===== src/design/sa_data_pkg.sv =====
// Datapath number types
package sa_data_pkg;

  // ========================================
  // Operand widths
  // ========================================

  localparam int ACT_WIDTH = 8;  // Activation lane
  localparam int WGT_WIDTH = 8;  // Weight lane

  // Product width plus headroom for up to 1023 accumulation steps
  localparam int ACC_WIDTH = ACT_WIDTH + WGT_WIDTH + 10;

  // ========================================
  // Number types
  // ========================================

  // Signed activation entering the array from the left
  typedef logic signed [ACT_WIDTH-1:0] act_t;

  // Signed weight entering the array from the top
  typedef logic signed [WGT_WIDTH-1:0] wgt_t;

  // Per-cell running sum
  typedef logic signed [ACC_WIDTH-1:0] acc_t;

  // Quantized output element as wide as an activation
  typedef logic signed [ACT_WIDTH-1:0] ofm_t;

  // Saturation bounds of a quantized element
  localparam int OFM_MAX = 127;
  localparam int OFM_MIN = -128;

endpackage

===== src/design/pe_row.sv =====
// Row of multiply-accumulate cells
`timescale 1ns/10ps

module pe_row import sa_data_pkg::*; #(
  parameter int NUM_COL = 4
) (
  input  logic                 clk,
  input  logic                 rst_n,
  input  logic                 clear_i,
  input  act_t                 act_i,
  input  logic                 act_vld_i,
  input  wgt_t [NUM_COL-1:0]   wgt_i,
  input  logic [NUM_COL-1:0]   wgt_vld_i,
  output wgt_t [NUM_COL-1:0]   wgt_o,
  output logic [NUM_COL-1:0]   wgt_vld_o,
  output acc_t [NUM_COL-1:0]   acc_o
);

  act_t [NUM_COL-1:0] act_in;      // Activation seen by each cell
  logic [NUM_COL-1:0] act_vld_in;
  act_t [NUM_COL-2:0] act_q;       // Right-going pipeline
  logic [NUM_COL-2:0] act_vld_q;

  // ========================================
  // Activation path
  // ========================================
  assign act_in[0]     = act_i;
  assign act_vld_in[0] = act_vld_i;

  for (genvar c = 1; c < NUM_COL; c++) begin : g_act_tap
    assign act_in[c]     = act_q[c-1];
    assign act_vld_in[c] = act_vld_q[c-1];
  end

  always_ff @(posedge clk or negedge rst_n) begin
    if (!rst_n) begin
      act_vld_q <= '0;
    end else begin
      act_vld_q <= act_vld_in[NUM_COL-2:0];
    end
  end

  always_ff @(posedge clk) begin
    act_q <= act_in[NUM_COL-2:0];
  end

  // Weights drop one row per cycle
  always_ff @(posedge clk or negedge rst_n) begin
    if (!rst_n) begin
      wgt_vld_o <= '0;
    end else begin
      wgt_vld_o <= wgt_vld_i;
    end
  end

  always_ff @(posedge clk) begin
    wgt_o <= wgt_i;
  end

  // ========================================
  // Accumulators
  // ========================================
  for (genvar c = 0; c < NUM_COL; c++) begin : g_cell
    acc_t prod;

    assign prod = act_in[c] * wgt_i[c];  // Sign-extended to accumulator width

    always_ff @(posedge clk or negedge rst_n) begin
      if (!rst_n) begin
        acc_o[c] <= '0;
      end else if (clear_i) begin
        acc_o[c] <= '0;
      end else if (act_vld_in[c] && wgt_vld_i[c]) begin
        acc_o[c] <= acc_o[c] + prod;
      end
    end
  end

endmodule


===== config.mk =====
export PLATFORM = sky130hd
export DESIGN_NAME = pe_row
export DESIGN_NICKNAME = d
export VERILOG_FILES = /design/src/design/sa_data_pkg.sv /design/src/design/pe_row.sv
export SDC_FILE = /design/constraint.sdc
export NUM_CORES = 1
export LEC_CHECK = 0
export ABC_AREA = 1
export BUFFER_PORTS_ARGS = -buffer_cell sky130_fd_sc_hd__buf_2
export CAP_MARGIN = 20
export CORE_UTILIZATION = 50
export CTS_BUF_LIST = sky130_fd_sc_hd__clkbuf_8 sky130_fd_sc_hd__clkbuf_16
export DETAILED_ROUTE_END_ITERATION = 10
export PLACE_DENSITY = 0.68
export SLEW_MARGIN = 20
export SYNTH_ARGS = -nofsm -noshare
export SYNTH_HDL_FRONTEND = slang
export SYNTH_SLANG_ARGS = --single-unit

===== constraint.sdc =====
create_clock -name clk -period 5.4 [get_ports clk]
set_input_delay 0.27 -clock clk [delete_from_list [all_inputs] [get_ports clk]]
set_output_delay 0.27 -clock clk [all_outputs]
set_load 0.01 [all_outputs]

# After elaboration in Yosys (flattened, before gate mapping)
# Index checks and enable logic that the tools add are counted.
# op_classes
add_sub_neg	4
multipliers	4
mux	8
n_reduce_logical	8
# op_table
operator	count
26-bit 2-to-1 mux	8
26-bit by 16-bit adder with 26-bit output	4
8-bit by 8-bit multiplier with 16-bit output	4
2-bit nonzero test	4
1-bit logical AND	4
# word_totals
register_bits	167
input_bits	48
word_cells	37

# Depth between registers and ports, before layout
# Gate-level depths: netlist of run 1.
# logic_depth
ltp_word	4
depth_mapped	23
ltp_nobuf	22

# Least setup slack after synthesis of run 1
# OpenSTA, ideal clock, no wires.
# synth_path
kind	reg-to-reg
from	reg act_q, in the netlist act_in[15]
to	reg acc_o[51] (netlist name)
setup_time_ps	117
t_arrival_ps	4690
setup_slack_ps	593
stages_incl_launch_ff	22
path_buffers	1
period_less_slack_ps	4807
path_cell_list	dfxtp_1 -> clkbuf_1 -> nand2_1 -> inv_1 -> fa_1 -> inv_1 -> fa_1 -> fa_1 -> inv_1 -> fa_1 -> ha_1 -> ha_1 -> nand2_2 -> inv_1 -> a21oi_1 -> nand2_1 -> nand2_1 -> nand2_1 -> nor2_1 -> nand2_1 -> nand3_1 -> nand2_1
# synth_between
elab_chain_len	4
# synth_rtl
item	line_no	rtl
start, declared	pe_row.sv:21	act_t [NUM_COL-2:0] act_q;
start signal, assigned	pe_row.sv:44	act_q <= act_in[NUM_COL-2:0];
8-bit by 8-bit multiplier with 16-bit output	pe_row.sv:66	assign prod = act_in[c] * wgt_i[c];
26-bit by 16-bit adder with 26-bit output	pe_row.sv:74	acc_o[c] <= acc_o[c] + prod;
26-bit 2-to-1 mux	pe_row.sv:73	end else if (act_vld_in[c] && wgt_vld_i[c]) begin
26-bit 2-to-1 mux	pe_row.sv:71	end else if (clear_i) begin
end signal, assigned by index	pe_row.sv:74	
end, declared	pe_row.sv:16	output acc_t [NUM_COL-1:0] acc_o
# Every way passes these cells. The select of a mux whose other input is x is not followed.
# A chain may end at the register's enable or synchronous reset.

# Worst setup path after layout of run 1
# layout_path
from	reg act_q, in the netlist act_in[23]
to	reg acc_o[75] (netlist name)
# The elaborated chain is that of the path after synthesis.

==> run metrics, run 1 <==
number of H-tree branching levels=4; Post-Synthesis Cell Area=approximately 0.025 mm2; via count of the first global-routing pass=between 20000 and 25000; initial drt markers=1118; most frequently used flop master after synthesis=dfrtp_1; met1 Usage GRT=0.360; Root Buffer Master=clkbuf_16; critical-path cell list=nand2_1 -> fa_1 -> fa_1 -> inv_1 -> fa_1 -> fa_1 -> ha_1 -> ha_1 -> nand2_2 -> nor2_1 -> and2_1 -> nand4_1 -> nand3_1 -> nand2_1 -> nand3_1 -> nand2_1; chip width=about 230 um; Syn Nets=about 3800; leading cell types in the layout, fill and taps excluded=nand2_1, inv_1, fa_1; endpoint kind of the worst setup timing path=flip-flop; Gate Count Post-Synth=between 3000 and 4000; cell mode on critical path=fa_1; syn_area_per_cell=around 8.2 um2; critical path type=reg -> reg; TritonCTS clock tree=built; WP data arrival=roughly 5.4 ns; Layout Area Growth over Synthesis=11.3%; Max-cap violations=0; clock latency on the worst-skew pair=between 0.5 and 0.6 ns; standard-cell row count=a little over 80; maximum achievable frequency=just under 200 MHz; share of final-layout standard cells stronger than drive strength 1=0.0970; status=completed; FF+latch count, synth=approximately 170; post-synth cell types=41; Detailed Place HPWL=approximately 55000 um; total global routing overflow=0; CTS Sinks=167; setup repair after global routing missed its margin=false; Routed WL per cell=approximately 17 um; area taken by multi-input logic gates=about 0.018 mm2; clock transition at the register clock pins on the worst setup and hold paths after CTS=roughly 0.080 ns; Fin Setup TNS=0 ns; final wirelength=around 66000 um; Final min period=around 5 ns; final max-slew violation count=0; met3 usage=0.0434; leading cell type in the layout, fill and taps excluded=nand2_1; worst slew pin tran=between 0.9 and 1 ns; Vias/cell=a little over 5; # DRC=0; routability congestion estimate from global placement=between 0.9 and 1; Layout Skew=between 0.01 and 0.015 ns; number of filler instances in the final layout=~4600; Total Nets Final=about 4000; via total after detailed routing=19900; Setup Viol. Count Final=0; fraction of met2 tracks used by global routing=0.475; pin count of the biggest net entering global routing=slightly above 60; area of the die=between 0.05 and 0.06 mm2; GRT busiest layer=met2; Slowest-stage cell, CP=fa_1; drt first pass iters=5; final hold vios=0; share of the clock period used by the worst path after layout=0.931; aggregate global-route resource usage=0.278; wire length of the first global-routing pass=around 110000 um; Floorplan Core Area=between 0.04 and 0.05 mm2; count of buffers from port buffering=about 190; highest fanout seen on the critical path=9; launching element type of the critical path=flip-flop; Vert. Die Dim=roughly 230 um; antenna violations before repair=3; CTS buffer count=17; worst-case headroom to the max-slew limit=0.362; Sequential Area=just under 0.004 mm2; Hold Crit Class=in -> reg; num ports=around 190; fraction of registers with async set/reset=0.665; antenna-violating nets left=0; Crit path required time=approximately 5.8 ns; largest stage delay on the critical path=0.59 ns; CTS Buffer Depth=2; number of warning messages in the yosys log=0; share of the yosys chip area belonging to registers=0.156; initial core utilization=0.509; count of flip-flops with a built-in enable after synthesis=0
[sequential cells by signal (all words and copies together), names as in the netlist]
signal and flops:
wgt_o 32, wgt_vld_o 4, act_vld_q 3, acc_o 104, act_in 24
[cells by family (layout without fill, tap and decap cells)]
group / Yosys count / count (layout) / share of synthesized area
flip-flops: 167 / 167 / 0.156
adder cells (fa/ha/maj): 680 / 680 / 0.473
AND/OR/NAND/NOR: 1187 / 1187 / 0.196
AO/OA/AOI/OAI: 216 / 216 / 0.0494
XOR/XNOR: 32 / 32 / 0.0112
other: 0 / 3 / 0
buffers and inverters: 753 / 977 / 0.114
[path summary, 6_finish.rpt]
path / startpoint / to / slack (ns) / cells after the start
min reg2reg: act_vld_q[1] / act_vld_q[2] / 0.38 / 0
max: act_in[23] / acc_o[75] / 0.37 / 16
min: wgt_i[17] / wgt_o[17] / 0.03 / 1
max reg2reg: act_in[23] / acc_o[75] / 0.37 / 16
max in group asynchronous: rst_n / acc_o[68] / 3.78 / 3
min in group asynchronous: rst_n / acc_o[46] / 0.33 / 2
[cells in the mapped netlist (all sizes together), types with 19 or more instances]
| library cell | count | area (um2) |
|---|---|---|
| nand2 | 836 | 3170 |
| inv | 670 | 2510 |
| fa | 440 | 8810 |
| ha | 240 | 3000 |
| nor2 | 164 | 663 |
| nand3 | 122 | 631 |
| dfrtp | 111 | 2780 |
| a21oi | 89 | 464 |
| o21ai | 85 | 455 |
| clkbuf | 64 | 240 |
| dfxtp | 56 | 1120 |
| nand4 | 31 | 194 |
| xor2 | 19 | 166 |
[layer usage]
metal	vias up	routed length, um
met3	88	3320
met1	9770	28100
met2	492	32400
met4	0	1760
li1	9529	-
met5	-	0
[through the flow]
step	utilization	area [um2]	hold slack (ns)	worst slack [ns]	std cells
after floorplan	-	25000	-0.0256	0.593	3035
after global placement	0.544	26700	0.317	0.131	3844
after detailed placement	0.544	26700	0.321	0.116	3844
after CTS	0.565	27700	0.000221	0.0861	3918
after global routing	0.566	27800	0.0177	0.0516	3925
final	0.566	27800	0.0300	0.373	3926
[cell type report]
| type | instances | area share |
|---|---|---|
| Antenna cell | 3 | 0.000270 |
| Inverter | 676 | 0.0916 |
| Tap cell | 664 | 0.0299 |
| Clock buffer | 17 | 0.0153 |
| Timing Repair Buffer | 269 | 0.0607 |
| Multi-Input combinational cell | 2115 | 0.655 |
| Clock inverter | 15 | 0.00639 |
| Sequential cell | 167 | 0.140 |
[worst max-delay path: cells and delay by family, from the launching register on]
kind / cells / cell delay, ns
fa+ha+maj: 6 / 2.90
flops: 1 / 0.52
simple gates: 9 / 1.11
buf+inv: 1 / 0.38
[timing repair]
| action | CTS | global route |
|---|---|---|
| setup buffers | 0 | 5 |
| endpoints found under the setup margin | 0 | 8 |
| hold endpoints to repair | 101 | 0 |
| resized for setup | 0 | 3 |
| hold buffers | 42 | 0 |
Power of run 1 is left out: the tool's default activity adds up to more than one toggle a clock period on the data nets, which glitch-free logic cannot reach.
==> inputs of run 2 (changes only) <==
--- a/config.mk
+++ b/config.mk
@@ -11,7 +11,7 @@
 export CORE_UTILIZATION = 50
 export CTS_BUF_LIST = sky130_fd_sc_hd__clkbuf_8 sky130_fd_sc_hd__clkbuf_16
 export DETAILED_ROUTE_END_ITERATION = 10
-export PLACE_DENSITY = 0.68
+export PLACE_DENSITY = 0.74
 export SLEW_MARGIN = 20
 export SYNTH_ARGS = -nofsm -noshare
 export SYNTH_HDL_FRONTEND = slang
==> run metrics, run 2 (synthesized netlist as in run 1, its figures left out) <==
leading cell types in the layout, fill and taps excluded=nand2_1, inv_1, fa_1; count of buffers from port buffering=around 190; CTS Buffer Depth=2; antenna-violating nets left=0; routability congestion estimate from global placement=approximately 0.98; Max-cap violations=0; standard-cell row count=81; worst hold slack=slightly below 0.04 ns; Hold Crit Class=in -> reg; initial core utilization=0.509; drt first pass iters=6; num ports=188; maximum achievable frequency=roughly 200 MHz; endpoint kind of the worst setup timing path=flip-flop; via count of the first global-routing pass=slightly above 20000; Total Nets Final=about 4000; clock latency on the worst-skew pair=around 0.51 ns; antenna violations before repair=1; Layout Skew=between 0.01 and 0.015 ns; wire length of the first global-routing pass=107000 um; flop-to-flop setup slack=~0.43 ns; pin count of the biggest net entering global routing=about 60; status=completed; Layout Area Growth over Synthesis=11.0%; Vert. Die Dim=225 um; setup repair after global routing missed its margin=false; Floorplan Core Area=0.0491 mm2; Root Buffer Master=clkbuf_16; number of flip-flops under the largest register name=~100; met1 Usage GRT=0.354; CTS Sinks=167; launching element type of the critical path=input pin; critical path type=in -> reg; number of filler instances in the final layout=4537; initial drt markers=approximately 1200; Worst Reg2Reg Path Length in Cells=17; Crit path required time=~5.8 ns; final wirelength=63000 um; Detailed Place HPWL=53000 um; beginning of the worst register-to-register path=act_in[23]; Critical R2R Capture=acc_o[74]; TritonCTS clock tree=built; total global routing overflow=0; Final min period=between 5 and 6 ns; fraction of met2 tracks used by global routing=0.461; number of H-tree branching levels=4; Top reg by flops=acc_o; # DRC=0; WP data arrival=approximately 5.5 ns; share of final-layout standard cells stronger than drive strength 1=0.0979; Fin Setup TNS=0 ns; start point of the critical path=wgt_i[15]; met3 usage=0.0370; worst-case headroom to the max-slew limit=0.381; aggregate global-route resource usage=0.271; via total after detailed routing=slightly below 20000; final max-slew violation count=0; last element of the critical path=acc_o[41]; final hold vios=0; Vias/cell=5.07; area of the die=between 0.05 and 0.06 mm2; chip width=225 um; GRT busiest layer=met2; clock transition at the register clock pins on the worst setup and hold paths after CTS=0.08 ns; leading cell type in the layout, fill and taps excluded=nand2_1; CTS buffer count=17; worst slew pin tran=~0.93 ns; highest fanout seen on the critical path=9; Routed WL per cell=16.1 um; Setup Viol. Count Final=0; share of the clock period used by the worst path after layout=0.940
[run 2: changes by cell type in the layout (fill, tap and decap cells not counted), moves of 2 or more]
cell and delta:
diode_2 -2, dlygate4sd3_1 -2, inv_8 -4, clkinvlp_4 +3
[run 2: how the worst min path moves through the flow]
stage / from / end / slack, ns / cells past startpoint
2_1_floorplan: rst_n / acc_o[0] / -0.03 / 0
3_3_place_gp: rst_n / acc_o[48] / 0.27 / 1
3_5_place_dp: rst_n / acc_o[48] / 0.28 / 1
4_1_cts: wgt_i[19] / wgt_o[19] / 0.0005 / 1
5_1_grt: wgt_i[19] / wgt_o[19] / 0.02 / 1
6_report: act_i[7] / act_in[15] / 0.04 / 1
[run 2: cell type report]
type	instances	area (um2)	share of cell area
multi-input combinational	2115	18200	0.657
sequential	167	3900	0.141
inverter	676	2550	0.0918
timing repair buffer	267	1660	0.0597
tap	664	831	0.0300
clock buffer	17	425	0.0153
clock inverter	14	143	0.00514
timing repair inverter	1	5.00	0.000181
antenna	1	2.50	0.0000903
[run 2: what timing repair did]
action / 4_1_cts / 5_1_grt
buffers inserted: 0 / 0
endpoints found under the setup margin: 0 / 6
resized for setup: 0 / 4
hold endpoints to repair: 96 / 0
hold buffers: 40 / 0
[run 2: critical path: stages]
cell and delay, ns:
dlygate4sd3_1 0.52, buf_2 0.11, clkinv_1 0.27, or2_2 0.39
fa_1 0.46, fa_1 0.49, inv_1 0.05, fa_1 0.47
fa_1 0.54, fa_1 0.42, ha_1 0.42, nand2_2 0.11
nor2_1 0.22, nand2_1 0.09, nand2_1 0.16, nand2_1 0.08
nand2_1 0.09, a21oi_1 0.07, o21ai_0 0.14, nand2_1 0.08
[run 2: routing by layer]
metal | share of wire | wire, um | up-vias
met3 | 0.053 | 3320 | 112
met2 | 0.49 | 30900 | 550
li1 | - | - | 9534
met1 | 0.43 | 26800 | 9671
met5 | 0 | 0 | -
met4 | 0.031 | 1960 | 0
[run 2: stage by stage]
| stage | cell area [um2] | setup slack (ns) | utilization | instances |
|---|---|---|---|---|
| floorplan | 25000 | 0.593 | - | 3035 |
| global placement | 26700 | 0.251 | 0.545 | 3849 |
| detailed placement | 26700 | 0.222 | 0.545 | 3849 |
| CTS | 27700 | 0.203 | 0.565 | 3920 |
| global route | 27700 | 0.0438 | 0.565 | 3922 |
| finish | 27700 | 0.326 | 0.565 | 3922 |
Power of run 2 is left out for the same reason.
==> inputs of run 3 (changes only) <==
--- a/config.mk
+++ b/config.mk
@@ -11,6 +11,7 @@
 export CORE_UTILIZATION = 50
 export CTS_BUF_LIST = sky130_fd_sc_hd__clkbuf_8 sky130_fd_sc_hd__clkbuf_16
 export DETAILED_ROUTE_END_ITERATION = 10
+export HOLD_SLACK_MARGIN = 0.1
 export PLACE_DENSITY = 0.74
 export SLEW_MARGIN = 20
 export SYNTH_ARGS = -nofsm -noshare
==> run metrics, run 3 (synthesized netlist as in run 1, its figures left out) <==
status=completed; Floorplan Core Area=0.0491 mm2; total global routing overflow=0; Vert. Die Dim=approximately 230 um; num ports=approximately 190; final max-slew violation count=0; number of filler instances in the final layout=around 4500; initial core utilization=0.509; post-place instance area=~0.027 mm2; CTS Sinks=between 150 and 200; area of the die=about 0.05 mm2; leading cell type in the layout, fill and taps excluded=nand2_1; Met1 Routed Length=27000 um; Highest Signal Layer=met4; # DRC=0; Sequential Area=a little under 0.004 mm2; share of the clock period used by the worst path after layout=0.945; antenna violations before repair=1; antenna-violating nets left=0; via count of the first global-routing pass=20800; Total Nets Final=approximately 4000; via total after detailed routing=about 20000; worst hold slack=0.139 ns; wire length of the first global-routing pass=approximately 110000 um; endpoint kind of the worst setup timing path=flip-flop; maximum achievable frequency=approximately 200 MHz; launching element type of the critical path=input pin; WP data arrival=5.50 ns; met3 WL=3190 um; Vias/cell=5.07; count of buffers from port buffering=around 190; worst slew pin tran=approximately 0.91 ns; final hold vios=0; Final min period=about 5.1 ns; chip width=~230 um; clock latency on the worst-skew pair=a little over 0.5 ns; initial drt markers=roughly 1300; setup repair after global routing missed its margin=false; TritonCTS clock tree=built; standard-cell row count=~80; CTS Buffer Depth=2; Top reg by flops=acc_o; Layout Skew=between 0.01 and 0.015 ns; highest fanout seen on the critical path=9; Fin Setup TNS=0 ns; aggregate global-route resource usage=0.271; worst-case headroom to the max-slew limit=0.394; Max-cap violations=0; drt first pass iters=5; Layout Area Growth over Synthesis=11.4%; number of flip-flops under the largest register name=~100; final std cell area, no fill=approximately 0.028 mm2; leading cell types in the layout, fill and taps excluded=nand2_1, inv_1, fa_1; routability congestion estimate from global placement=between 0.9 and 1; detailed-routed wire length on met2=31200 um; Setup Viol. Count Final=0; area taken by multi-input logic gates=about 0.018 mm2; Crit path required time=slightly below 6 ns; final wirelength=approximately 63000 um; share of final-layout standard cells stronger than drive strength 1=0.0998; Routed WL per cell=~16 um; clock transition at the register clock pins on the worst setup and hold paths after CTS=0.07 ns; Detailed Place HPWL=approximately 53000 um; critical path type=in -> reg; pin count of the biggest net entering global routing=59; Root Buffer Master=clkbuf_16; Hold Crit Class=in -> reg; number of H-tree branching levels=4; CTS buffer count=17
run 3: cell count changes in the layout (fill, tap and decap cells not counted), sizes merged:
cell	change
clkinvlp	+1
inv	-1
buf	+6
dlygate4sd3	+4
run 3: worst paths after layout:
path / endpoint / slack (ns) / start / cells after the start
worst max-delay path: acc_o[23] / 0.30 / act_i[7] / 19
worst min-delay path: wgt_o[3] / 0.14 / wgt_i[3] / 2
worst max register to register: acc_o[74] / 0.43 / act_in[23] / 17
worst min register to register: act_vld_q[1] / 0.38 / act_vld_q[0] / 0
max in group asynchronous: acc_o[64] / 3.85 / rst_n / 3
min in group asynchronous: acc_o[48] / 0.29 / rst_n / 2
run 3: layout make-up:
type                            count  share of cell area
Antenna cell                        1           0.0000900
Clock buffer                       17              0.0153
Clock inverter                     14             0.00513
Inverter                          676              0.0917
Multi-Input combinational cell   2115               0.655
Sequential cell                   167               0.140
Tap cell                          664              0.0299
Timing Repair Buffer              277              0.0626
Timing Repair inverter              1            0.000180
run 3: layer usage:
metal	up-vias	GRT usage
li1	9550	-
met1	9754	0.354
met2	528	0.462
met3	97	0.0370
met4	0	0.0935
met5	-	0
run 3: metrics by stage:
step                      worst slack [ns]  instances   util
after floorplan                      0.593       3035      -
after global placement               0.251       3849  0.545
after detailed placement             0.222       3849  0.545
after CTS                            0.203       3924  0.566
after global routing                0.0283       3932  0.567
final                                0.297       3932  0.567
run 3: timing repair:
item,in CTS,in global routing
gates resized for setup,0,5
setup buffers,0,6
hold buffers,44,0
endpoints found under the setup margin,0,9
endpoints found under the hold margin,102,0
run 3: critical path, cell delays in order:
cell and delay [ns]:
dlygate4sd3_1 0.56, buf_2 0.28, nand2_1 0.20, fa_1 0.57
fa_1 0.49, inv_1 0.33, buf_4 0.22, fa_1 0.45
fa_1 0.48, ha_1 0.29, ha_1 0.38, nand2_1 0.15
nor2_1 0.18, and2_1 0.17, nand4_1 0.15, nand3_1 0.14
nand2_1 0.06, nand3_1 0.07, nand2_1 0.05
Power of run 3 is left out for the same reason.
